### src/fp_pkg.sv
// Package for the FP add pipeline
// Lane and thread counts, IEEE 754 and pipeline types, register addresses
package fp_pkg;
	// Machine dimensions
	localparam int VECTOR_LANES = 4;
	localparam int THREADS = 4;

	// Alignment shifts beyond this leave nothing of the smaller operand
	localparam logic [4:0] MAX_SHIFT = 5'd24;

	// Register block word addresses
	localparam logic [1:0] CSR_CONTROL = 2'd0;
	localparam logic [1:0] CSR_COMPLETED = 2'd1;
	localparam logic [1:0] CSR_SQUASHED = 2'd2;

	typedef logic [$clog2(THREADS)-1:0] thread_idx_t;
	typedef logic [3:0] subcycle_t;
	typedef logic [VECTOR_LANES-1:0] lane_mask_t;

	// Single precision fields
	typedef struct packed
	{
		logic sign;
		logic [7:0] exponent;
		logic [22:0] significand;
	} ieee754_binary32;

	typedef ieee754_binary32 [VECTOR_LANES-1:0] vector_t;

	typedef enum logic [1:0]
	{
		OP_FADD,
		OP_FSUB,
		OP_OTHER
	} alu_op_t;

	// Which execution pipeline owns the instruction
	typedef enum logic [1:0]
	{
		PIPE_SCALAR_ARITH,
		PIPE_MCYCLE_ARITH,
		PIPE_MEM
	} pipeline_sel_t;

	typedef struct packed
	{
		alu_op_t alu_op;
		pipeline_sel_t pipeline_sel;
		logic [4:0] dest_reg;
	} decoded_instruction_t;

	// From operand fetch
	typedef struct packed
	{
		logic valid;
		decoded_instruction_t instruction;
		lane_mask_t mask;
		thread_idx_t thread_idx;
		subcycle_t subcycle;
	} issue_t;

	// Travels with the data down the stages
	typedef struct packed
	{
		logic valid;
		decoded_instruction_t instruction;
		lane_mask_t mask;
		thread_idx_t thread_idx;
		subcycle_t subcycle;
	} pipe_ctl_t;

	// Stage one to stage two, larger magnitude in significand1
	typedef struct packed
	{
		logic [23:0] significand1;
		logic [23:0] significand2;
		logic [4:0] shift_amount;
		logic [7:0] exponent;
		logic logical_subtract;
		logic result_sign;
	} align_lane_t;

	// Stage two to stage three, sum bit 24 is the carry
	typedef struct packed
	{
		logic [24:0] sum;
		logic [7:0] exponent;
		logic sign;
	} sum_lane_t;
endpackage

### src/fp_add_align.sv
`timescale 1ns/1ps
// FP add stage one
// Magnitude compare and swap, saturated shift amount, rollback squash
module fp_add_align (
	input logic clk,
	input logic reset,
	input logic rollback_en,
	input fp_pkg::thread_idx_t rollback_thread_idx,
	input fp_pkg::issue_t issue,
	input fp_pkg::vector_t operand1,
	input fp_pkg::vector_t operand2,
	output fp_pkg::pipe_ctl_t ctl,
	output fp_pkg::align_lane_t [fp_pkg::VECTOR_LANES-1:0] lanes,
	output logic squash
);
	logic is_subtract;
	logic is_mcycle;
	logic thread_rolled_back;

	// Order one lane so the larger magnitude comes first
	function automatic fp_pkg::align_lane_t align_one(
		input fp_pkg::ieee754_binary32 fop1,
		input fp_pkg::ieee754_binary32 fop2,
		input logic subtract
	);
		fp_pkg::align_lane_t lane;
		logic [7:0] exp1;
		logic [7:0] exp2;
		logic [23:0] sig1;
		logic [23:0] sig2;
		logic [7:0] exp_diff;

		// Subnormals lack the hidden bit but scale like exponent 1
		exp1 = (fop1.exponent == 8'd0) ? 8'd1 : fop1.exponent;
		exp2 = (fop2.exponent == 8'd0) ? 8'd1 : fop2.exponent;
		sig1 = {fop1.exponent != 8'd0, fop1.significand};
		sig2 = {fop2.exponent != 8'd0, fop2.significand};

		if (exp1 > exp2 || (exp1 == exp2 && sig1 > sig2))
		begin
			// Already in order
			lane.significand1 = sig1;
			lane.significand2 = sig2;
			lane.exponent = exp1;
			exp_diff = exp1 - exp2;
			lane.result_sign = fop1.sign;
		end
		else
		begin
			// Swapped, operand2 sign flips on subtract
			lane.significand1 = sig2;
			lane.significand2 = sig1;
			lane.exponent = exp2;
			exp_diff = exp2 - exp1;
			lane.result_sign = fop2.sign ^ subtract;
		end

		// Saturate so stage two shifts everything out
		lane.shift_amount = (exp_diff > {3'b000, fp_pkg::MAX_SHIFT})
			? fp_pkg::MAX_SHIFT : exp_diff[4:0];
		lane.logical_subtract = fop1.sign ^ fop2.sign ^ subtract;
		return lane;
	endfunction

	assign is_subtract = issue.instruction.alu_op == fp_pkg::OP_FSUB;
	assign is_mcycle = issue.instruction.pipeline_sel == fp_pkg::PIPE_MCYCLE_ARITH;
	assign thread_rolled_back = rollback_en && rollback_thread_idx == issue.thread_idx;

	// Lane data carries no reset
	always_ff @(posedge clk)
	begin
		for (int i = 0; i < fp_pkg::VECTOR_LANES; i++)
		begin
			lanes[i] <= align_one(operand1[i], operand2[i], is_subtract);
		end
	end

	always_ff @(posedge clk or posedge reset)
	begin
		if (reset)
		begin
			ctl <= '0;
			squash <= 1'b0;
		end
		else
		begin
			// Only FADD/FSUB on the multicycle pipe go through
			ctl.valid <= issue.valid && is_mcycle && !thread_rolled_back
				&& issue.instruction.alu_op != fp_pkg::OP_OTHER;
			ctl.instruction <= issue.instruction;
			ctl.mask <= issue.mask;
			ctl.thread_idx <= issue.thread_idx;
			ctl.subcycle <= issue.subcycle;
			// Dropped by rollback
			squash <= issue.valid && is_mcycle && thread_rolled_back;
		end
	end

	genvar lane_idx;
	generate
		for (lane_idx = 0; lane_idx < fp_pkg::VECTOR_LANES; lane_idx++)
		begin : shift_check
			// Saturation keeps stage two shifter in range
			shift_saturated: assert property (@(posedge clk) disable iff (reset)
				ctl.valid |-> lanes[lane_idx].shift_amount <= fp_pkg::MAX_SHIFT);
		end
	endgenerate
endmodule

### src/fp_add_sum.sv
`timescale 1ns/1ps
// FP add stage two
// Aligns the smaller significand and adds or subtracts per lane
module fp_add_sum (
	input logic clk,
	input logic reset,
	input fp_pkg::pipe_ctl_t ctl_in,
	input fp_pkg::align_lane_t [fp_pkg::VECTOR_LANES-1:0] lanes_in,
	output fp_pkg::pipe_ctl_t ctl,
	output fp_pkg::sum_lane_t [fp_pkg::VECTOR_LANES-1:0] lanes
);
	// One lane of align and add
	function automatic fp_pkg::sum_lane_t sum_one(input fp_pkg::align_lane_t lane);
		fp_pkg::sum_lane_t result;
		logic [23:0] aligned;

		// Bits shifted out are dropped, truncation
		aligned = lane.significand2 >> lane.shift_amount;

		// Operands ordered so difference is never negative
		if (lane.logical_subtract)
		begin
			result.sum = {1'b0, lane.significand1} - {1'b0, aligned};
		end
		else
		begin
			result.sum = {1'b0, lane.significand1} + {1'b0, aligned};
		end

		result.exponent = lane.exponent;
		result.sign = lane.result_sign;
		return result;
	endfunction

	always_ff @(posedge clk)
	begin
		for (int i = 0; i < fp_pkg::VECTOR_LANES; i++)
		begin
			lanes[i] <= sum_one(lanes_in[i]);
		end
	end

	// Control passes along unchanged
	always_ff @(posedge clk or posedge reset)
	begin
		if (reset)
		begin
			ctl <= '0;
		end
		else
		begin
			ctl <= ctl_in;
		end
	end
endmodule

### src/fp_add_normalize.sv
`timescale 1ns/1ps
// FP add stage three
// Leading one normalize, flush-to-zero, mask and pack
module fp_add_normalize (
	input logic clk,
	input logic reset,
	input fp_pkg::pipe_ctl_t ctl_in,
	input fp_pkg::sum_lane_t [fp_pkg::VECTOR_LANES-1:0] lanes_in,
	input logic ftz_en,
	output fp_pkg::pipe_ctl_t ctl,
	output fp_pkg::vector_t result
);
	// Normalize and pack one lane
	function automatic fp_pkg::ieee754_binary32 normalize_one(
		input fp_pkg::sum_lane_t lane,
		input logic lane_enabled,
		input logic flush
	);
		fp_pkg::ieee754_binary32 packed_val;
		logic [4:0] lead_zeros;
		logic [4:0] norm_shift;
		logic [23:0] shifted;

		packed_val = '0;
		lead_zeros = 5'd0;
		norm_shift = 5'd0;

		// Scan up from bit 0 so the highest set bit wins
		for (int b = 0; b < 24; b++)
		begin
			if (lane.sum[b])
			begin
				lead_zeros = 5'(23 - b);
			end
		end

		if (lane.sum[24])
		begin
			// Carry out, one step right
			packed_val.sign = lane.sign;
			packed_val.exponent = lane.exponent + 8'd1;
			packed_val.significand = lane.sum[23:1];
		end
		else if (lane.sum[23:0] != 24'd0)
		begin
			// Exponent 1 is the floor, below that the result stays subnormal
			if ({3'b000, lead_zeros} < lane.exponent)
			begin
				norm_shift = lead_zeros;
				packed_val.exponent = lane.exponent - {3'b000, lead_zeros};
			end
			else
			begin
				norm_shift = 5'(lane.exponent - 8'd1);
				packed_val.exponent = 8'd0;
			end
			shifted = lane.sum[23:0] << norm_shift;
			packed_val.sign = lane.sign;
			packed_val.significand = shifted[22:0];
		end
		// zero sum falls through as +0

		// Subnormal to signed zero
		if (flush && packed_val.exponent == 8'd0)
		begin
			packed_val.significand = 23'd0;
		end

		if (!lane_enabled)
		begin
			packed_val = '0;
		end
		return packed_val;
	endfunction

	always_ff @(posedge clk)
	begin
		for (int i = 0; i < fp_pkg::VECTOR_LANES; i++)
		begin
			result[i] <= normalize_one(lanes_in[i], ctl_in.mask[i], ftz_en);
		end
	end

	always_ff @(posedge clk or posedge reset)
	begin
		if (reset)
		begin
			ctl <= '0;
		end
		else
		begin
			ctl <= ctl_in;
		end
	end

	// Stage one filters non add/sub ops
	no_other_op: assert property (@(posedge clk) disable iff (reset)
		ctl.valid |-> ctl.instruction.alu_op != fp_pkg::OP_OTHER);
endmodule

### src/fp_csr.sv
`timescale 1ns/1ps
// Wishbone classic register block
// Flush-to-zero control, completed and squashed counters
module fp_csr (
	input logic clk,
	input logic reset,
	input logic wb_cyc,
	input logic wb_stb,
	input logic wb_we,
	input logic [1:0] wb_adr,
	input logic [31:0] wb_dat_w,
	output logic [31:0] wb_dat_r,
	output logic wb_ack,
	input logic complete,
	input logic squash,
	output logic ftz_en
);
	logic request;
	logic write_strobe;
	logic [31:0] completed_count;
	logic [31:0] squashed_count;

	// Write clears, otherwise count up and hold at all ones
	function automatic logic [31:0] next_count(
		input logic [31:0] count,
		input logic clear,
		input logic incr
	);
		if (clear)
		begin
			return 32'd0;
		end
		else if (incr && count != '1)
		begin
			return count + 32'd1;
		end
		return count;
	endfunction

	assign request = wb_cyc && wb_stb;
	// Writes land on the acknowledge cycle
	assign write_strobe = wb_ack && request && wb_we;

	always_ff @(posedge clk or posedge reset)
	begin
		if (reset)
		begin
			wb_ack <= 1'b0;
			ftz_en <= 1'b0;
			completed_count <= 32'd0;
			squashed_count <= 32'd0;
		end
		else
		begin
			// One wait state then a single cycle ack
			wb_ack <= request && !wb_ack;
			if (write_strobe && wb_adr == fp_pkg::CSR_CONTROL)
			begin
				ftz_en <= wb_dat_w[0];
			end
			completed_count <= next_count(completed_count,
				write_strobe && wb_adr == fp_pkg::CSR_COMPLETED, complete);
			squashed_count <= next_count(squashed_count,
				write_strobe && wb_adr == fp_pkg::CSR_SQUASHED, squash);
		end
	end

	// Read data only during ack
	always_comb
	begin
		wb_dat_r = 32'd0;
		if (wb_ack)
		begin
			case (wb_adr)
				fp_pkg::CSR_CONTROL: wb_dat_r = {31'd0, ftz_en};
				fp_pkg::CSR_COMPLETED: wb_dat_r = completed_count;
				fp_pkg::CSR_SQUASHED: wb_dat_r = squashed_count;
				default: wb_dat_r = 32'd0;
			endcase
		end
	end

	// Held request must not stretch the ack
	single_ack: assert property (@(posedge clk) disable iff (reset) wb_ack |=> !wb_ack);
endmodule

### src/fp_add_unit.sv
`timescale 1ns/1ps
// Top of the FP add unit
// Three pipeline stages plus the Wishbone register block
module fp_add_unit (
	input logic clk,
	input logic reset,
	input fp_pkg::issue_t issue,
	input fp_pkg::vector_t operand1,
	input fp_pkg::vector_t operand2,
	input logic rollback_en,
	input fp_pkg::thread_idx_t rollback_thread_idx,
	input logic wb_cyc,
	input logic wb_stb,
	input logic wb_we,
	input logic [1:0] wb_adr,
	input logic [31:0] wb_dat_w,
	output logic [31:0] wb_dat_r,
	output logic wb_ack,
	output fp_pkg::pipe_ctl_t result_ctl,
	output fp_pkg::vector_t result
);
	fp_pkg::pipe_ctl_t align_ctl;
	fp_pkg::align_lane_t [fp_pkg::VECTOR_LANES-1:0] align_lanes;
	fp_pkg::pipe_ctl_t sum_ctl;
	fp_pkg::sum_lane_t [fp_pkg::VECTOR_LANES-1:0] sum_lanes;
	logic squash;
	logic ftz_en;

	fp_add_align u_align (
		.clk(clk),
		.reset(reset),
		.rollback_en(rollback_en),
		.rollback_thread_idx(rollback_thread_idx),
		.issue(issue),
		.operand1(operand1),
		.operand2(operand2),
		.ctl(align_ctl),
		.lanes(align_lanes),
		.squash(squash)
	);

	fp_add_sum u_sum (
		.clk(clk),
		.reset(reset),
		.ctl_in(align_ctl),
		.lanes_in(align_lanes),
		.ctl(sum_ctl),
		.lanes(sum_lanes)
	);

	fp_add_normalize u_normalize (
		.clk(clk),
		.reset(reset),
		.ctl_in(sum_ctl),
		.lanes_in(sum_lanes),
		.ftz_en(ftz_en),
		.ctl(result_ctl),
		.result(result)
	);

	// Completion counted from the final valid
	fp_csr u_csr (
		.clk(clk),
		.reset(reset),
		.wb_cyc(wb_cyc),
		.wb_stb(wb_stb),
		.wb_we(wb_we),
		.wb_adr(wb_adr),
		.wb_dat_w(wb_dat_w),
		.wb_dat_r(wb_dat_r),
		.wb_ack(wb_ack),
		.complete(result_ctl.valid),
		.squash(squash),
		.ftz_en(ftz_en)
	);
endmodule

### config.mk
export PLATFORM = sky130hd
export DESIGN_NAME = fp_add_unit
export DESIGN_NICKNAME = d
export VERILOG_FILES = /design/src/fp_pkg.sv /design/src/fp_add_align.sv /design/src/fp_add_sum.sv /design/src/fp_add_normalize.sv /design/src/fp_csr.sv /design/src/fp_add_unit.sv
export SDC_FILE = /design/constraint.sdc
export NUM_CORES = 2
export LEC_CHECK = 0
export ABC_AREA = 1
export BUFFER_PORTS_ARGS = -buffer_cell sky130_fd_sc_hd__buf_2
export CAP_MARGIN = 40
export CELL_PAD_IN_SITES_DETAIL_PLACEMENT = 1
export CELL_PAD_IN_SITES_GLOBAL_PLACEMENT = 1
export CORE_ASPECT_RATIO = 2
export CORE_MARGIN = 8
export CORE_UTILIZATION = 38
export CTS_CLUSTER_SIZE = 28
export DETAILED_ROUTE_END_ITERATION = 10
export MAX_ROUTING_LAYER = met4
export PLACE_DENSITY_LB_ADDON = 0.12
export SLEW_MARGIN = 20
export SYNTH_ARGS = -nofsm -noshare
export SYNTH_HDL_FRONTEND = slang
export SYNTH_SLANG_ARGS = --single-unit
export TNS_END_PERCENT = 30
### constraint.sdc
create_clock -name clk -period 6.8 [get_ports clk]
set_clock_uncertainty 0.05 [all_clocks]
set_input_delay 2.04 -clock clk [delete_from_list [all_inputs] [get_ports clk]]
set_output_delay 2.04 -clock clk [all_outputs]
set_load 0.02 [all_outputs]
==> results.yml <==
global_route:
  grt_pass1_wl_um: 257000
  grt_max_degree: 68
  track_usage_pct: 26.7
  grt_overflow: 0
  antenna_found_initial: 37
  grt_pass1_vias: 47648
finish:
  syn_to_final_growth_pct: 14.1
  fillCellCount: 14952
  fin_util_pct: 43.6
  nets: 7400
  drive_above_1_share_pct: 11.3
placed_design:
  hpwl_um: 140000
  numPortBuffers: 467
  globalplace.congestion: 0.960
synthesis:
  synth_cells: 6446
  synthFlopType: "dfxtp_1"
  syn_area_mm2: 0.0433
  synth-async-reset-ratio_pct: 19.8
  synth-edff-count: 0
  synth_commonest_cells: "nand2_1 (1,614), inv_1 (721), nand3_1 (720), dfxtp_1 (516), o21ai_0 (471)"
  synth_cell_types: 67
  synth_seq_cells: 643
  synth_area_leaders: "dfxtp_1 (24%), nand2_1 (14%), ha_1 (8.4%), nand3_1 (8.3%), dfrtp_1 (7.3%)"
  syn-num-nets: 7070
  synth_most_common_cell: "nand2_1"
  ys_warn_count: 0
  yosysTopAreaCell: "dfxtp_1"
  synth_area_per_cell_um2: 6.72
  yosysSeqAreaShare_pct: 31.2
  synth.top_cell.area_share_pct: 23.9
power_and_ir_drop:
  p_leak_nw: 24.4
  switching_share_pct: 48.5
  power_frac_clock_pct: 18.5
  power_mw: 21.5
  power_switching_mw: 10.4
  internal_power_mw: 11.1
  p_per_area_mw_per_mm2: 435
  seqPwrFrac_pct: 25.7
  ir_worst_vdd_uv: 216
  comb_power_share_pct: 55.8
die:
  core_area_mm2: 0.113
  die_x_um: 255
  std_cell_rows: 175
  initial_utilization_pct: 38.2
  die_h_um: 493
  die_area_mm2: 0.126
  ios: 499
clock_tree:
  cts.sinks: 643
  post_cts_resize_count: 0
  clockRootBuffer: "clkbuf_16"
  cts_hold_buffers: 0
  path_clk_slew_ns: 0.07
  clockBufferDepth: 3
  numCtsBuffers: 67
  post_cts_buffers: 0
  worstSkewPairLatency_ns: 0.67
  htreeDepth: 3
  cts_tree: "done"
sta:
  max_freq_ghz: 0.171
  fin_hold_ws_ns: 0.275
  drv_slew: 0
  slew-limit-headroom_pct: 42.3
  hold_viol_final: 0
  period_share_pct: 85.8
  worstMarginPinSlew_ns: 0.857
  finalSetupTns_ns: 0
  min_period_ns: 5.83
  rsz0062_at_grt: "false"
  setup_viol: 0
setup_path:
  crit_slowest_cell: "dfxtp_1"
  critPathKind: "flop to flop"
  cp_max_fo: 23
  critPathBufInv: 1
  path_cells: "inv_1, nor2_1, a31oi_1, nor2_1, nor2_1, a31oi_1, nand3b_4, nand2_1, xor2_1, ha_1, a21oi_1, o21bai_1, a21oi_1, o21bai_1, a21oi_1, o21bai_1, a31oi_1, o21bai_1, a21oi_1, o21ai_0, a21oi_1, nor2_1, nor2_1, xnor2_1"
  worstSetupEndpointType: "flop"
  cp_top_family: "compound AO/OA/AOI/OAI gates"
  start_kind: "flop"
  crit_required_ns: 7.30
  arrival_ns: 6.33
  slowest_delay_ns: 0.83
drt:
  wl_um: 167000
  postRouteAntennaNets: 0
  viasPerCell: 5.31
  vias: 44395
  first_iter_violations: 1427
  drc: 0
  drt_pre_antenna_iters: 5
  wl_per_cell_um: 19.9
status:
  status: "finished, final reports clean"
job:
  max_cap_violations: 0
worst_hold_path:
  hold_class: "flop to flop"
-- layout make-up --
class	instances	area, um2	area share (%)
Multi-Input combinational cell	4755	25700	52.0
Sequential cell	643	13500	27.3
Timing Repair Buffer	550	3010	6.09
Inverter	759	2860	5.79
Clock buffer	97	2040	4.12
Tap cell	1504	1880	3.81
Clock inverter	24	328	0.663
Antenna cell	36	90.1	0.182
-- kinds of logic (layout without fill, tap and decap cells) --
group                      Yosys count  in the layout  synth area share, %
buffers and inverters             1048           1430                 9.49
and+or+nand+nor                   2993           2993                 29.5
adders and majority gates          306            306                 9.12
other                                0             36                    0
xor gates and xnor gates           246            246                 4.98
AOI/OAI and AO/OA                 1185           1185                 15.1
muxes                               25             25                0.578
DFF                                643            643                 31.2
-- through the flow --
stage / setup slack [ns] / instance area (um2) / instances
5_1_grt: 0.391 / 49400 / 8366
4_1_cts: 0.896 / 49300 / 8332
3_3_place_gp: 0.664 / 46900 / 8206
3_5_place_dp: 0.549 / 47000 / 8211
2_1_floorplan: 1.33 / 43300 / 6446
6_report: 0.965 / 49400 / 8368
-- layer usage --
| metal | routed length [um] | track usage (%) |
|---|---|---|
| met1 | 56800 | 23.6 |
| met2 | 92600 | 51.9 |
| met3 | 8050 | 5.44 |
| met4 | 9180 | 13.7 |
| met5 | 0 | - |
-- path summary, 6_finish.rpt --
path                                               start                                     to  slack (ns)  cells past startpoint
setup / recovery           u_align.lanes[201]$_SDFF_PN0_               u_sum.lanes[135]$_DFF_P_        0.97                     24
hold / removal                u_align.lanes[195]$_DFF_P_               u_sum.lanes[107]$_DFF_P_        0.27                      0
setup reg to reg           u_align.lanes[201]$_SDFF_PN0_               u_sum.lanes[135]$_DFF_P_        0.97                     24
hold reg to reg               u_align.lanes[195]$_DFF_P_               u_sum.lanes[107]$_DFF_P_        0.27                      0
max in group asynchronous                          reset  u_csr.completed_count[22]$_DFFE_PP0P_        4.22                      4
min in group asynchronous                          reset                 u_sum.ctl[0]$_DFF_PP0_        1.28                      2
-- layout by cell type, fill, tap and decap left out, drive strengths merged, types with 5 or more instances in the layout --
| master | Yosys | layout |
|---|---|---|
| nor4 | 38 | 38 |
| o21ai | 577 | 577 |
| clkbuf | 220 | 97 |
| o211ai | 45 | 45 |
| a221oi | 11 | 11 |
| dfrtp | 127 | 127 |
| a21oi | 402 | 402 |
| a32oi | 8 | 8 |
| o311ai | 6 | 6 |
| fa | 16 | 16 |
| o22ai | 9 | 9 |
| nand4 | 62 | 62 |
| nand3b | 6 | 6 |
| buf | 69 | 549 |
| dfxtp | 516 | 516 |
| inv | 745 | 754 |
| a22oi | 20 | 20 |
| o21a | 14 | 14 |
| nand2 | 1619 | 1619 |
| a211oi | 10 | 10 |
| nor3 | 81 | 81 |
| or2 | 23 | 23 |
| and3 | 5 | 5 |
| o31ai | 6 | 6 |
| nor3b | 9 | 9 |
| o221ai | 6 | 6 |
| xor2 | 193 | 193 |
| diode | 0 | 36 |
| ha | 290 | 290 |
| xnor2 | 53 | 53 |
| nor2 | 415 | 415 |
| mux2i | 25 | 25 |
| bufinv | 0 | 6 |
| o21bai | 17 | 17 |
| clkinv | 14 | 22 |
| a31oi | 39 | 39 |
| a21o | 7 | 7 |
| nand3 | 725 | 725 |
-- state kept, by name (all words and copies together), names as in the netlist --
| name | count |
|---|---|
| u_csr.squashed_count | 32 |
| u_normalize.ctl | 20 |
| u_align.ctl | 20 |
| u_csr.wb_ack | 1 |
| u_sum.ctl | 20 |
| u_csr.ftz_en | 1 |
| u_align.squash | 1 |
| u_normalize.result | 128 |
| u_sum.lanes | 136 |
| u_csr.completed_count | 32 |
| u_align.lanes | 252 |
-- power groups by stage --
stage | logic (mW) | registers [mW] | clock network [mW]
finish | 12.0 | 5.52 | 3.98
global route | 13.4 | 5.61 | 4.24
CTS | 12.1 | 5.52 | 4.10
detailed placement | 12.0 | 5.59 | 0
global placement | 11.7 | 5.58 | 0
floorplan | 8.18 | 5.61 | 0
Power figures use the tool's default switching activity.
